--- config.mk ---
export PLATFORM = sky130hd
export DESIGN_NAME = ncu_mcu_upstream_mon
export DESIGN_NICKNAME = d
export VERILOG_FILES = /design/src/ncu_link_pkg.sv /design/src/ncu_mon_pkg.sv /design/src/mcu_nibble_packer.sv /design/src/packet_fifo.sv /design/src/mcu_rsp_classifier.sv /design/src/ncu_mcu_upstream_mon.sv
export SDC_FILE = /design/constraint.sdc
export NUM_CORES = 1
export LEC_CHECK = 0
export BUFFER_PORTS_ARGS = -buffer_cell sky130_fd_sc_hd__buf_4
export CAP_MARGIN = 20
export CELL_PAD_IN_SITES_DETAIL_PLACEMENT = 0
export CELL_PAD_IN_SITES_GLOBAL_PLACEMENT = 1
export CORE_MARGIN = 2
export CORE_UTILIZATION = 56
export CTS_BUF_LIST = sky130_fd_sc_hd__clkbuf_8
export DETAILED_ROUTE_END_ITERATION = 16
export PLACE_DENSITY_LB_ADDON = 0.05
export SKIP_CTS_REPAIR_TIMING = 1
export SLEW_MARGIN = 0
export SYNTH_ARGS = -nofsm -noshare
export SYNTH_HDL_FRONTEND = slang
export SYNTH_SLANG_ARGS = --single-unit
--- constraint.sdc ---
create_clock -name iol2clk -period 5.26 [get_ports iol2clk]
set_input_delay 0.789 -clock iol2clk [delete_from_list [all_inputs] [get_ports iol2clk]]
set_output_delay 0.789 -clock iol2clk [all_outputs]
set_load 0.01 [all_outputs]
--- src/ncu_link_pkg.sv ---
// MCU to NCU upstream link: beat geometry and the response opcodes carried in nibble 0
package ncu_link_pkg;

    // One beat carries a single nibble of the packet
    localparam int unsigned beat_width = 4;

    // A complete response packet is 32 beats long
    localparam int unsigned beats_per_packet = 32;

    // Selects one nibble slot within the packet
    localparam int unsigned beat_index_width = $clog2(beats_per_packet);

    // Holds 0 up to beats_per_packet + 1, the last value flags an overlong burst
    localparam int unsigned beat_count_width = 6;

    // Packet size as seen once all beats are assembled
    localparam int unsigned packet_width = beat_width * beats_per_packet;

    // The opcode is the first nibble on the wire
    localparam int unsigned opcode_width = 4;

    // Upstream response opcodes

    // Load return, no data
    localparam logic [opcode_width-1:0] op_read_nack = 4'b0000;

    // Load return with data
    localparam logic [opcode_width-1:0] op_read_ack = 4'b0001;

    // Instruction fill return with data
    localparam logic [opcode_width-1:0] op_ifill_ack = 4'b0011;

    // Instruction fill return, no data
    localparam logic [opcode_width-1:0] op_ifill_nack = 4'b0111;

    // Interrupt from the MCU
    localparam logic [opcode_width-1:0] op_int = 4'b1000;

    // Interrupt carrying a vector
    localparam logic [opcode_width-1:0] op_int_vec = 4'b1100;

endpackage

--- src/ncu_mon_pkg.sv ---
// Upstream monitor types: packet word views, response kinds, buffer depth and counter width
package ncu_mon_pkg;

    import ncu_link_pkg::*;

    // Everything above the opcode nibble
    localparam int unsigned payload_width = packet_width - opcode_width;

    // One packet word, decoded either beat by beat or as opcode plus payload.
    // Nibble 0 arrives first and lands in bits 3:0, which is where the opcode lives.
    typedef union packed {
        logic [beats_per_packet-1:0][beat_width-1:0] nibbles;
        struct packed {
            logic [payload_width-1:0] payload;
            logic [opcode_width-1:0]  opcode;
        } fields;
    } mcu_packet_u;

    // Response kind handed out by the classifier
    localparam int unsigned kind_width = 3;

    localparam logic [kind_width-1:0] kind_read_nack  = 3'd0;
    localparam logic [kind_width-1:0] kind_read_ack   = 3'd1;
    localparam logic [kind_width-1:0] kind_ifill_ack  = 3'd2;
    localparam logic [kind_width-1:0] kind_ifill_nack = 3'd3;
    localparam logic [kind_width-1:0] kind_int        = 3'd4;
    localparam logic [kind_width-1:0] kind_int_vec    = 3'd5;

    // Packets held between the packer and the classifier
    localparam int unsigned fifo_depth = 4;

    localparam int unsigned fifo_ptr_width = $clog2(fifo_depth);

    // Occupancy must reach fifo_depth itself
    localparam int unsigned fifo_count_width = $clog2(fifo_depth + 1);

    // Error counters stick at all ones
    localparam int unsigned err_count_width = 8;

endpackage

--- src/mcu_nibble_packer.sv ---
// Nibble packer that rebuilds 128-bit MCU responses from link beats and flags bad burst lengths
`timescale 1ns/100ps

module mcu_nibble_packer
(
    input  logic                                        iol2clk,
    input  logic                                        reset,
    input  logic                                        mcu_ncu_vld,
    input  logic [ncu_link_pkg::beat_width-1:0]         mcu_ncu_data,
    output logic                                        ncu_mcu_stall,
    output logic                                        pk_valid,
    input  logic                                        pk_ready,
    output ncu_mon_pkg::mcu_packet_u                    pk_packet,
    output logic [ncu_mon_pkg::err_count_width-1:0]     len_err_count
);

    import ncu_link_pkg::*;

    localparam logic [beat_count_width-1:0] full_count = beat_count_width'(beats_per_packet);
    localparam logic [beat_count_width-1:0] over_count = beat_count_width'(beats_per_packet + 1);

    logic [beat_count_width-1:0] beat_count;
    logic                        beat_taken;
    logic                        burst_end;
    logic                        burst_complete;

    // The link is held off only while a finished packet waits for buffer space
    assign ncu_mcu_stall = pk_valid && !pk_ready;

    assign beat_taken = mcu_ncu_vld && !ncu_mcu_stall;

    // A low vld closes the burst only after at least one beat, so idle cycles are ignored
    assign burst_end = !mcu_ncu_vld && (beat_count != '0);

    assign burst_complete = (beat_count == full_count);

    // Beat counter, packet handshake and length error count
    always_ff @(posedge iol2clk)
    begin
        if (reset)
        begin
            beat_count    <= '0;
            pk_valid      <= 1'b0;
            len_err_count <= '0;
        end
        else
        begin
            if (pk_valid && pk_ready)
            begin
                pk_valid <= 1'b0;
            end

            if (beat_taken)
            begin
                // Stops one past a full packet, which is enough to mark it too long
                if (beat_count != over_count)
                begin
                    beat_count <= beat_count + 1'b1;
                end
            end
            else if (burst_end)
            begin
                beat_count <= '0;
                if (burst_complete)
                begin
                    pk_valid <= 1'b1;
                end
                else if (len_err_count != '1)
                begin
                    len_err_count <= len_err_count + 1'b1;
                end
            end
        end
    end

    // Each beat goes to the nibble slot given by the count and extra beats are not stored.
    // The first beat of a new burst can only arrive at the edge that hands the old
    // packet over, so the shared word is never overwritten while it waits
    always_ff @(posedge iol2clk)
    begin
        if (beat_taken && (beat_count < full_count))
        begin
            pk_packet.nibbles[beat_count[beat_index_width-1:0]] <= mcu_ncu_data;
        end
    end

    // The count saturates one past a full packet
    assert property (@(posedge iol2clk) disable iff (reset)
        beat_count <= over_count);

endmodule

--- src/packet_fifo.sv ---
// Circular packet buffer between the nibble packer and the response classifier
`timescale 1ns/100ps

module packet_fifo
(
    input  logic                     iol2clk,
    input  logic                     reset,
    input  logic                     pk_valid,
    output logic                     pk_ready,
    input  ncu_mon_pkg::mcu_packet_u pk_packet,
    output logic                     fb_valid,
    input  logic                     fb_ready,
    output ncu_mon_pkg::mcu_packet_u fb_packet
);

    import ncu_mon_pkg::*;

    localparam logic [fifo_count_width-1:0] full_level = fifo_count_width'(fifo_depth);

    mcu_packet_u                 mem [fifo_depth];
    logic [fifo_ptr_width-1:0]   wr_ptr;
    logic [fifo_ptr_width-1:0]   rd_ptr;
    logic [fifo_count_width-1:0] count;
    logic                        wr_en;
    logic                        rd_en;

    assign pk_ready = (count != full_level);
    assign fb_valid = (count != '0);

    // Reads come straight from the head entry
    assign fb_packet = mem[rd_ptr];

    assign wr_en = pk_valid && pk_ready;
    assign rd_en = fb_valid && fb_ready;

    // Pointer and occupancy update with the pointers wrapping at the depth
    always_ff @(posedge iol2clk)
    begin
        if (reset)
        begin
            wr_ptr <= '0;
            rd_ptr <= '0;
            count  <= '0;
        end
        else
        begin
            if (wr_en)
            begin
                wr_ptr <= (wr_ptr == fifo_ptr_width'(fifo_depth - 1)) ? '0 : wr_ptr + 1'b1;
            end
            if (rd_en)
            begin
                rd_ptr <= (rd_ptr == fifo_ptr_width'(fifo_depth - 1)) ? '0 : rd_ptr + 1'b1;
            end
            if (wr_en && !rd_en)
            begin
                count <= count + 1'b1;
            end
            else if (rd_en && !wr_en)
            begin
                count <= count - 1'b1;
            end
        end
    end

    always_ff @(posedge iol2clk)
    begin
        if (wr_en)
        begin
            mem[wr_ptr] <= pk_packet;
        end
    end

    assert property (@(posedge iol2clk) disable iff (reset)
        count <= full_level);

    // A read needs an entry that the pointers also show as written
    assert property (@(posedge iol2clk) disable iff (reset)
        rd_en |-> ((rd_ptr != wr_ptr) || (count == full_level)));

endmodule

--- src/mcu_rsp_classifier.sv ---
// Response classifier that maps the packet opcode to a kind code and registers the output stage
`timescale 1ns/100ps

module mcu_rsp_classifier
(
    input  logic                                     iol2clk,
    input  logic                                     reset,
    input  logic                                     fb_valid,
    output logic                                     fb_ready,
    input  ncu_mon_pkg::mcu_packet_u                 fb_packet,
    output logic                                     out_valid,
    input  logic                                     out_ready,
    output logic [ncu_mon_pkg::kind_width-1:0]       out_kind,
    output logic [ncu_mon_pkg::payload_width-1:0]    out_payload,
    output logic [ncu_mon_pkg::err_count_width-1:0]  bad_opcode_count
);

    import ncu_link_pkg::*;
    import ncu_mon_pkg::*;

    logic                  accept;
    logic                  known;
    logic [kind_width-1:0] kind;

    // Take a new packet when the output slot is free or drains this cycle
    assign fb_ready = !out_valid || out_ready;
    assign accept   = fb_valid && fb_ready;

    // Opcode decode
    always_comb
    begin
        known = 1'b1;
        kind  = kind_read_nack;
        case (fb_packet.fields.opcode)
            op_read_nack:  kind = kind_read_nack;
            op_read_ack:   kind = kind_read_ack;
            op_ifill_ack:  kind = kind_ifill_ack;
            op_ifill_nack: kind = kind_ifill_nack;
            op_int:        kind = kind_int;
            op_int_vec:    kind = kind_int_vec;
            default:       known = 1'b0;
        endcase
    end

    // Output valid and the bad opcode count
    always_ff @(posedge iol2clk)
    begin
        if (reset)
        begin
            out_valid        <= 1'b0;
            bad_opcode_count <= '0;
        end
        else
        begin
            if (out_valid && out_ready)
            begin
                out_valid <= 1'b0;
            end
            if (accept && known)
            begin
                out_valid <= 1'b1;
            end
            // Unknown opcodes are consumed and only counted
            if (accept && !known && (bad_opcode_count != '1))
            begin
                bad_opcode_count <= bad_opcode_count + 1'b1;
            end
        end
    end

    always_ff @(posedge iol2clk)
    begin
        if (accept && known)
        begin
            out_kind    <= kind;
            out_payload <= fb_packet.fields.payload;
        end
    end

    // A stalled result holds until the consumer takes it
    assert property (@(posedge iol2clk) disable iff (reset)
        (out_valid && !out_ready) |=>
            (out_valid && $stable(out_kind) && $stable(out_payload)));

endmodule

--- src/ncu_mcu_upstream_mon.sv ---
// MCU to NCU upstream link monitor top that chains packer, packet buffer and classifier
`timescale 1ns/100ps

module ncu_mcu_upstream_mon
(
    input  logic                                     iol2clk,
    input  logic                                     reset,
    input  logic                                     mcu_ncu_vld,
    input  logic [ncu_link_pkg::beat_width-1:0]      mcu_ncu_data,
    output logic                                     ncu_mcu_stall,
    output logic                                     out_valid,
    input  logic                                     out_ready,
    output logic [ncu_mon_pkg::kind_width-1:0]       out_kind,
    output logic [ncu_mon_pkg::payload_width-1:0]    out_payload,
    output logic [ncu_mon_pkg::err_count_width-1:0]  len_err_count,
    output logic [ncu_mon_pkg::err_count_width-1:0]  bad_opcode_count
);

    import ncu_mon_pkg::*;

    // Packer to buffer
    logic        pk_valid;
    logic        pk_ready;
    mcu_packet_u pk_packet;

    // Buffer to classifier
    logic        fb_valid;
    logic        fb_ready;
    mcu_packet_u fb_packet;

    mcu_nibble_packer packer_i
    (
        .iol2clk       (iol2clk),
        .reset         (reset),
        .mcu_ncu_vld   (mcu_ncu_vld),
        .mcu_ncu_data  (mcu_ncu_data),
        .ncu_mcu_stall (ncu_mcu_stall),
        .pk_valid      (pk_valid),
        .pk_ready      (pk_ready),
        .pk_packet     (pk_packet),
        .len_err_count (len_err_count)
    );

    packet_fifo fifo_i
    (
        .iol2clk   (iol2clk),
        .reset     (reset),
        .pk_valid  (pk_valid),
        .pk_ready  (pk_ready),
        .pk_packet (pk_packet),
        .fb_valid  (fb_valid),
        .fb_ready  (fb_ready),
        .fb_packet (fb_packet)
    );

    mcu_rsp_classifier classifier_i
    (
        .iol2clk          (iol2clk),
        .reset            (reset),
        .fb_valid         (fb_valid),
        .fb_ready         (fb_ready),
        .fb_packet        (fb_packet),
        .out_valid        (out_valid),
        .out_ready        (out_ready),
        .out_kind         (out_kind),
        .out_payload      (out_payload),
        .bad_opcode_count (bad_opcode_count)
    );

endmodule

==> impl_metrics.yaml, run 1 <==
synthesis:
  ys_types: 45
  async_flop_share: 0
  synthSimpleGateAreaFrac: 0.02359
  postSynthAreaPerCell_um2: 23.84
  synth-adder-area-share: 0.006075
  synth.area.top_cells: "edfxtp_1 (82%), mux4_2 (10%), dfxtp_1 (2.4%)"
  yosys.area_share.xor_xnor: 0.003440
  synth_area_leader_cell: "edfxtp_1"
  synth_top_cell_area_share: 0.8223
  ys_seq_area_frac: 0.8459
  synth_compound_area_frac: 0.007237
  synth_top_family_by_area: "multiplexers"
  synthCells: 1175
  muxShareOfSynthArea: 0.1063
  ys.flop_type: "edfxtp_1"
  synth_edf_count: 767
  synthesis.area_um2: 28010
  synth.most_common_cell: "edfxtp_1"
  yosys_warnings: 0
  synthTopCellsByCount: "edfxtp_1 (767), mux4_2 (128), nor2_1 (60), dfxtp_1 (33), clkbuf_1 (19)"
  synth_seq_cells: 800
  syn_nets: 1196
timing:
  setup_viol: 0
  max_freq_ghz: 0.3132
  hold_violations: 0
  hold-worst-slack_ns: 0.4294
  drv_slew: 0
  rsz0062_at_grt: "false"
  skew_ns: 0.02513
  fin_crit_sh: 0.6070
  worst_slew_pin_slew_ns: 1.059
  relSlewSlack: 0.2941
  finalCriticalPeriod_ns: 3.193
  fin_tns_setup_ns: 0
global_route:
  grt_usage: 0.2050
  antenna_found_initial: 1
  grt_pass1_vias: 12770
  grt_overflow: 0
  grt_max_degree: 100
  grt_pass1_wl_mm: 75.74
layout:
  synthToLayoutAreaGrowth_pct: 14.63
  fillers: 3306
  drive_above_1_share: 0.2963
  final_nets: 1447
floorplan:
  ios: 153
  initial_core_util: 0.5698
  die-height_um: 227.6
  rows: 81
  die_x_um: 227.6
  dieArea_um2: 51820
  core_area_um2: 49150
flow_run:
  maxCapViolCount: 0
power_and_ir_drop:
  p_leak_nw: 10.45
  power.density_nw_per_um2: 468.0
  ir_drop_uv: 408.5
routing:
  wirelength_mm: 51.67
  wire_per_inst_um: 23.63
  drtIter0Drc: 868
  vias_per_cell: 5.523
  vias: 12080
  first_pass_iters: 5
  route.detailed.drc: 0
  ant_nets: 0
setup_path:
  worstPathArrival_ns: 3.55
  crit_type: "register to register"
  critPathMaxFanout: 73
  r2r-end: "classifier_i.out_payload[113]$_DFFE_PP_"
  critical_path_required_ns: 5.61
  r2r_cells: 5
  regToRegSetupSlack_ns: 2.07
  startpoint_type: "register"
  cp-end-kind: "register"
clocking:
  cts-root-buf: "clkbuf_8"
  path_clk_slew_ns: 0.06
  cts.sinks: 800
  cts_buffer_depth: 3
  cts_tree: "built"
  clock_latency_ns: 0.69
  cts_max_level: 3
  cts_made_buffers: 119
hold_path:
  hold_path.startpoint: "mcu_ncu_vld"
  hp-class: "input pin to register"
  hold_depth: 3
  hold_path_end: "packer_i.beat_count[1]$_SDFFE_PP0P_"
place:
  port-buffer-count: 152
  routabilityCongestion: 0.7104
  dp_hpwl_mm: 26.59
status:
  status: "completed"
-- cell usage in the layout, fill, tap and decap left out, drive strengths merged, types with 7 or more instances in the layout --
master  netlist  routed
clkbuf       19     123
or3           7       7
xor2          8       8
nand4         7       7
inv          12      58
nand2        15      15
buf          18     167
o21ai         7       7
mux4        128     128
and3          7       7
clkinv        0      45
ha           12      12
a21oi        12      12
dfxtp        33      33
edfxtp      767     767
nor2         60      60
-- metrics by stage --
stage | worst slack [ns] | total power [mW] | area, um2 | util | instances
after floorplan | 0.6291 | 9.668 | 28010 | - | 1175
after detailed placement | 1.987 | 10.85 | 30000 | 0.6104 | 1969
after CTS | 1.999 | 15.26 | 32100 | 0.6531 | 2186
final | 2.067 | 15.02 | 32100 | 0.6532 | 2187
after global routing | 1.868 | 15.69 | 32100 | 0.6532 | 2187
after global placement | 2.017 | 10.84 | 30000 | 0.6104 | 1969
-- worst max-delay path by stage --
stage | slack [ns] | cells after the start | to
5_1_grt | 1.87 | 5 | classifier_i.out_payload[113]$_DFFE_PP_
3_5_place_dp | 1.99 | 7 | classifier_i.out_payload[90]$_DFFE_PP_
3_3_place_gp | 2.02 | 7 | classifier_i.out_payload[89]$_DFFE_PP_
6_report | 2.07 | 5 | classifier_i.out_payload[113]$_DFFE_PP_
2_1_floorplan | 0.63 | 5 | classifier_i.out_kind[0]$_SDFFCE_PN0P_
4_1_cts | 2.00 | 5 | classifier_i.out_payload[86]$_DFFE_PP_
-- state kept, by name, summed over array words and instances, names as in the netlist, named ones only --
| register | cells |
|---|---|
| classifier_i.bad_opcode_count | 8 |
| classifier_i.out_kind | 3 |
| classifier_i.out_payload | 124 |
| classifier_i.out_valid | 1 |
| fifo_i.count | 3 |
| fifo_i.mem | 512 |
| fifo_i.rd_ptr | 2 |
| fifo_i.wr_ptr | 2 |
| packer_i.beat_count | 6 |
| packer_i.len_err_count | 8 |
| packer_i.pk_packet | 128 |
| packer_i.pk_valid | 1 |
-- routing by layer --
layer  GRT usage  vias up  part of all wire
met3     0.03741       74             0.048
li1            -     5375                 -
met1      0.2802     6324              0.43
met4     0.07084        0             0.019
met2      0.3388      306              0.51
met5           0        -                 0
-- critical path, stage by stage, from the launching register on --
cell and delay (ns):
dfxtp_4 0.46, mux4_2 0.61, mux2_2 0.32, or3_1 0.40, inv_6 0.63, buf_4 0.39
-- report_power, final --
group | internal, mW | switching, mW
clock network | 2.20 | 2.19
logic | 1.30 | 1.40
registers | 7.66 | 0.272
-- cell families after synthesis --
| family | Yosys count |
|---|---|
| AO/OA/AOI/OAI | 32 |
| XOR/XNOR | 11 |
| adder cells (fa/ha/maj) | 13 |
| buffers and inverters | 49 |
| flip-flops | 800 |
| multiplexers | 137 |
| AND/OR/NAND/NOR | 133 |
-- final cells by class --
cell class | instances | area, um2 | share of cell area
clock buffer | 123 | 1693 | 0.05273
timing repair buffer | 167 | 1304 | 0.04061
sequential | 800 | 23700 | 0.7382
antenna | 1 | 2.502 | 0.00007795
multi-input combinational | 326 | 4118 | 0.1283
tap | 664 | 830.8 | 0.02588
inverter | 12 | 50.05 | 0.001559
clock inverter | 94 | 406.6 | 0.01267
(Power assumes the default switching activity.)
==> run 2, diff against run 1 <==
CORE_UTILIZATION = 51   (was 56)
clock period = 2.7 ns   (was 5.26 ns; I/O delays follow)
==> run 2 against run 1 <==
Against the previous run: combinational power increased by 99%; non-clock buffer count up 14; clock skew increased by 0.0010 ns; design area rose by 1.8%; power increased by 100%; sequential power increased by 94%; routed wire length increased by 1.1%; critical path depth did not move; first-iteration DRC count shrank 5.1%; flip-flop and latch count did not move; utilization is 4.8 points lower; cell count rose by 2.2%; highest routed layer unchanged.
==> impl_metrics.yaml, run 2 (synthesis gave the netlist of run 1 again) <==
global_route:
  grt_max_degree: 117
  grt_overflow: 0
  grt_usage: 0.1912
  grt_pass1_vias: 12800
  grt_pass1_wl_mm: 78.27
  antenna_found_initial: 1
timing:
  setup_viol: 0
  skew_ns: 0.02613
  hold_violations: 0
  drv_slew: 0
  relSlewSlack: 0.4658
  worst_slew_pin_slew_ns: 0.8013
  finalCriticalPeriod_ns: 2.606
  max_freq_ghz: 0.3837
  fin_crit_sh: 0.9653
  rsz0062_at_grt: "false"
  fin_tns_setup_ns: 0
setup_path:
  worstPathArrival_ns: 3.00
  r2r-end: "classifier_i.out_payload[64]$_DFFE_PP_"
  regToRegSetupSlack_ns: 0.09
  critPathMaxFanout: 23
  critical_path_required_ns: 3.09
  r2r_cells: 5
  cp-end-kind: "register"
  startpoint_type: "register"
  worstSetupEndpoint: "classifier_i.out_payload[64]$_DFFE_PP_"
  crit_type: "register to register"
floorplan:
  initial_core_util: 0.5184
  rows: 85
  ios: 153
  core_area_um2: 54030
  die_x_um: 238.3
  dieArea_um2: 56810
  die-height_um: 238.3
routing:
  vias_per_cell: 5.454
  vias: 12190
  ant_nets: 0
  wire_per_inst_um: 23.38
  first_pass_iters: 5
  drtIter0Drc: 824
  wirelength_mm: 52.26
  route.detailed.drc: 0
place:
  placedCellCount: 2013
  dp_hpwl_mm: 27.31
  port-buffer-count: 152
  dpl_cell_area_um2: 30300
  routabilityCongestion: 0.7131
hold_path:
  hp-class: "input pin to register"
power_and_ir_drop:
  ir_drop_uv: 591.3
  p_leak_nw: 10.69
  power.density_nw_per_um2: 928.3
  total_power_mw: 30.35
clocking:
  cts_tree: "built"
  path_clk_slew_ns: 0.06
  clock_latency_ns: 0.75
  cts.sinks: 800
  cts_made_buffers: 130
  cts_buffer_depth: 3
  cts-root-buf: "clkbuf_8"
  cts_max_level: 4
status:
  status: "completed"
layout:
  largest-register: "fifo_i.mem"
  final_cells: 2235
  final_nets: 1472
  final_cell_mix: "edfxtp_1 (767), buf_4 (162), clkbuf_8 (139)"
  final_core_util: 0.6051
  drive_above_1_share: 0.3127
  largest_reg_flops: 512
  layout_commonest_cell: "edfxtp_1"
  synthToLayoutAreaGrowth_pct: 16.72
  final_area_um2: 32690
flow_run:
  maxCapViolCount: 0
==> run 2: layout make-up <==
cell class                 instances  area [um2]
multi-input combinational        326        4123
timing repair buffer             181        1577
inverter                          12       48.80
clock buffer                     139        1913
fill                            3860       21340
sequential                       800       23700
tap                              696       870.8
antenna                            1       2.502
clock inverter                    80       455.4
==> run 2: worst min path at each step <==
stage | start | to | slack [ns] | depth (start not counted)
final | reset | packer_i.len_err_count[0]$_SDFFE_PP0P_ | 0.05 | 2
after floorplan | fifo_i.rd_ptr[1]$_SDFFE_PP0P_ | register | 0.45 | 2
after detailed placement | fifo_i.rd_ptr[1]$_SDFFE_PP0P_ | register | 0.48 | 2
after global routing | reset | packer_i.len_err_count[0]$_SDFFE_PP0P_ | 0.02 | 2
after CTS | mcu_ncu_vld | packer_i.pk_valid$_SDFF_PP0_ | -0.09 | 4
after global placement | packer_i.pk_packet[15]$_DFFE_PP_ | fifo_i.mem[3][15]$_DFFE_PP_ | 0.47 | 0
==> run 2: stage by stage <==
| stage | setup WS (ns) | hold WS, ns |
|---|---|---|
| after floorplan | -0.9649 | 0.4541 |
| after global placement | 0.1018 | 0.4657 |
| after detailed placement | 0.1015 | 0.4752 |
| after CTS | 0.06880 | -0.08805 |
| after global routing | 0.01252 | 0.01555 |
| final | 0.09379 | 0.05176 |
==> run 2: metal layers <==
| metal | vias to the layer above | wire length, um | global-route usage |
|---|---|---|---|
| met5 | - | 0 | 0 |
| met4 | 0 | 844 | 0.06439 |
| met2 | 319 | 26330 | 0.3121 |
| met1 | 6396 | 22260 | 0.2529 |
| li1 | 5415 | - | - |
| met3 | 59 | 2827 | 0.05044 |
==> run 2: power by group <==
group / total [mW] / internal (mW) / switching [mW]
Clock: 9.55 / 5.18 / 4.38
Combinational: 5.36 / 2.62 / 2.74
Sequential: 15.4 / 14.9 / 0.517
==> run 2: critical path: stages, from the launching register on <==
cell	delay, ns
dfxtp_4	0.42
mux4_2	0.57
mux2_2	0.32
or3_4	0.40
clkinvlp_4	0.14
buf_4	0.38
==> run 3, diff against run 2 <==
GPL_TIMING_DRIVEN = 0   (was not set)
==> run 3 against run 2 <==
Against the previous run: power rose by 2.0%; sequential share of layout area is 0.61 points lower; die area is the same; via count grew 2.4%; sequential power about the same; critical path depth increased by 2; global-route usage increased by 0.33 points; clock power shrank 1%; register-to-register slack worse by 0.05 ns; critical path type unchanged; largest cell class unchanged.
==> impl_metrics.yaml, run 3 (synthesis gave the netlist of run 1 again) <==
setup_path:
  startpoint_type: "register"
  crit_type: "register to register"
  crit_family: "multiplexers"
  slowest_stage: "mux4_2"
  worstPathArrival_ns: 3.10
  max_stage_delay_ns: 0.58
  critPathMaxFanout: 18
  cp-end-kind: "register"
  cp_num_buf_inv: 4
  crit_top_cell: "buf_8"
  path_cells: "buf_8, mux4_2, mux2_2, or3_4, clkinvlp_4, buf_8, buf_16"
  critical_path_required_ns: 3.14
floorplan:
  rows: 85
  dieArea_um2: 56810
  die_x_um: 238.3
  die-height_um: 238.3
  initial_core_util: 0.5184
  ios: 153
  core_area_um2: 54030
global_route:
  grt_usage: 0.1946
  grt_overflow: 0
  grt_max_degree: 54
  grt_pass1_wl_mm: 79.47
  antenna_found_initial: 1
  grt_pass1_vias: 13010
timing:
  fin_tns_setup_ns: 0
  finalCriticalPeriod_ns: 2.658
  hold-worst-slack_ns: 0.04560
  skew_ns: 0.02302
  hold_violations: 0
  setup_viol: 0
  relSlewSlack: 0.3872
  drv_slew: 0
  max_freq_ghz: 0.3762
  fin_crit_sh: 0.9844
  worst_slew_pin_slew_ns: 0.9192
clocking:
  cts_tree: "built"
  cts_max_level: 4
  cts.sinks: 800
  cts_buffer_depth: 3
  clock_latency_ns: 0.75
  cts-root-buf: "clkbuf_8"
  cts_made_buffers: 134
  path_clk_slew_ns: 0.06
routing:
  vias_per_cell: 5.469
  drtIter0Drc: 907
  wire_per_inst_um: 24.05
  route.detailed.drc: 0
  vias: 12480
  ant_nets: 0
  wirelength_mm: 54.89
  first_pass_iters: 5
power_and_ir_drop:
  p_leak_nw: 10.81
  power.density_nw_per_um2: 938.7
  ir_drop_uv: 527.4
place:
  port-buffer-count: 152
  routabilityCongestion: 0.7170
  dp_hpwl_mm: 28.98
layout:
  seq_area_um2: 23690
  drive_above_1_share: 0.3093
  largest_reg_flops: 512
  fillers: 3887
  final_core_util: 0.6101
  final_cell_mix: "edfxtp_1 (767), buf_4 (158), clkbuf_8 (138)"
  synthToLayoutAreaGrowth_pct: 17.68
  layout_commonest_cell: "edfxtp_1"
  largest-register: "fifo_i.mem"
  multi_input_area_um2: 4141
  final_nets: 1513
status:
  status: "completed"
hold_path:
  hp-class: "input pin to register"
flow_run:
  maxCapViolCount: 0
==> run 3: cell types whose count changed in the layout (fill, tap and decap cells not counted), sizes merged <==
cell and change:
clkinv +10, and2 +2, clkbuf +22, dlygate4sd3 -1
bufinv -2, diode +1, clkinvlp +2, buf +13
==> run 3: per-layer routing <==
layer / wire length, um / GRT usage / vias to the layer above
met3: 2814 / 0.04975 / 90
met1: 23380 / 0.2591 / 6512
met4: 1294 / 0.06932 / 0
met2: 27400 / 0.3152 / 352
li1: - / - / 5526
met5: 0 / 0 / -
==> run 3: metrics by stage <==
step | std cells | setup WS (ns) | cell area (um2) | total power [mW]
after floorplan | 1175 | -0.9649 | 28030 | 18.81
after global placement | 2023 | -3.156 | 30040 | 20.27
after detailed placement | 2036 | -0.6962 | 30370 | 21.40
after CTS | 2264 | -0.7264 | 32710 | 30.87
after global routing | 2282 | -0.008194 | 32960 | 32.33
final | 2282 | 0.04211 | 32960 | 30.94
==> run 3: path summary, 6_finish.rpt <==
path / to / from / cells after the start / slack, ns
worst min-delay path: classifier_i.bad_opcode_count[3]$_SDFFE_PP0P_ / reset / 3 / 0.05
worst max register to register: classifier_i.out_payload[119]$_DFFE_PP_ / register / 7 / 0.04
worst min register to register: fifo_i.mem[0][90]$_DFFE_PP_ / packer_i.pk_packet[90]$_DFFE_PP_ / 0 / 0.49
worst max-delay path: classifier_i.out_payload[119]$_DFFE_PP_ / register / 7 / 0.04
==> run 3: cell type report <==
| class | instances | share of cell area |
|---|---|---|
| Tap cell | 696 | 0.02642 |
| Clock inverter | 90 | 0.01348 |
| Sequential cell | 800 | 0.7189 |
| Inverter | 12 | 0.001480 |
| Clock buffer | 138 | 0.05762 |
| Buffer | 37 | 0.005239 |
| Timing Repair Buffer | 179 | 0.05110 |
| Antenna cell | 2 | 0.0001518 |
| Multi-Input combinational cell | 328 | 0.1256 |
==> run 3: power by group <==
group          switching [mW]  internal (mW)
sequential              0.417           14.9
combinational            3.14           3.06
clock                    4.45           4.98
==> run 3: worst reg2reg max path: cells and delay by family, from the launching register on <==
family	cells	cell delay, ns
muxes	2	0.91
buffers and inverters	4	0.68
and+or+nand+nor	1	0.40
DFF	1	0.35
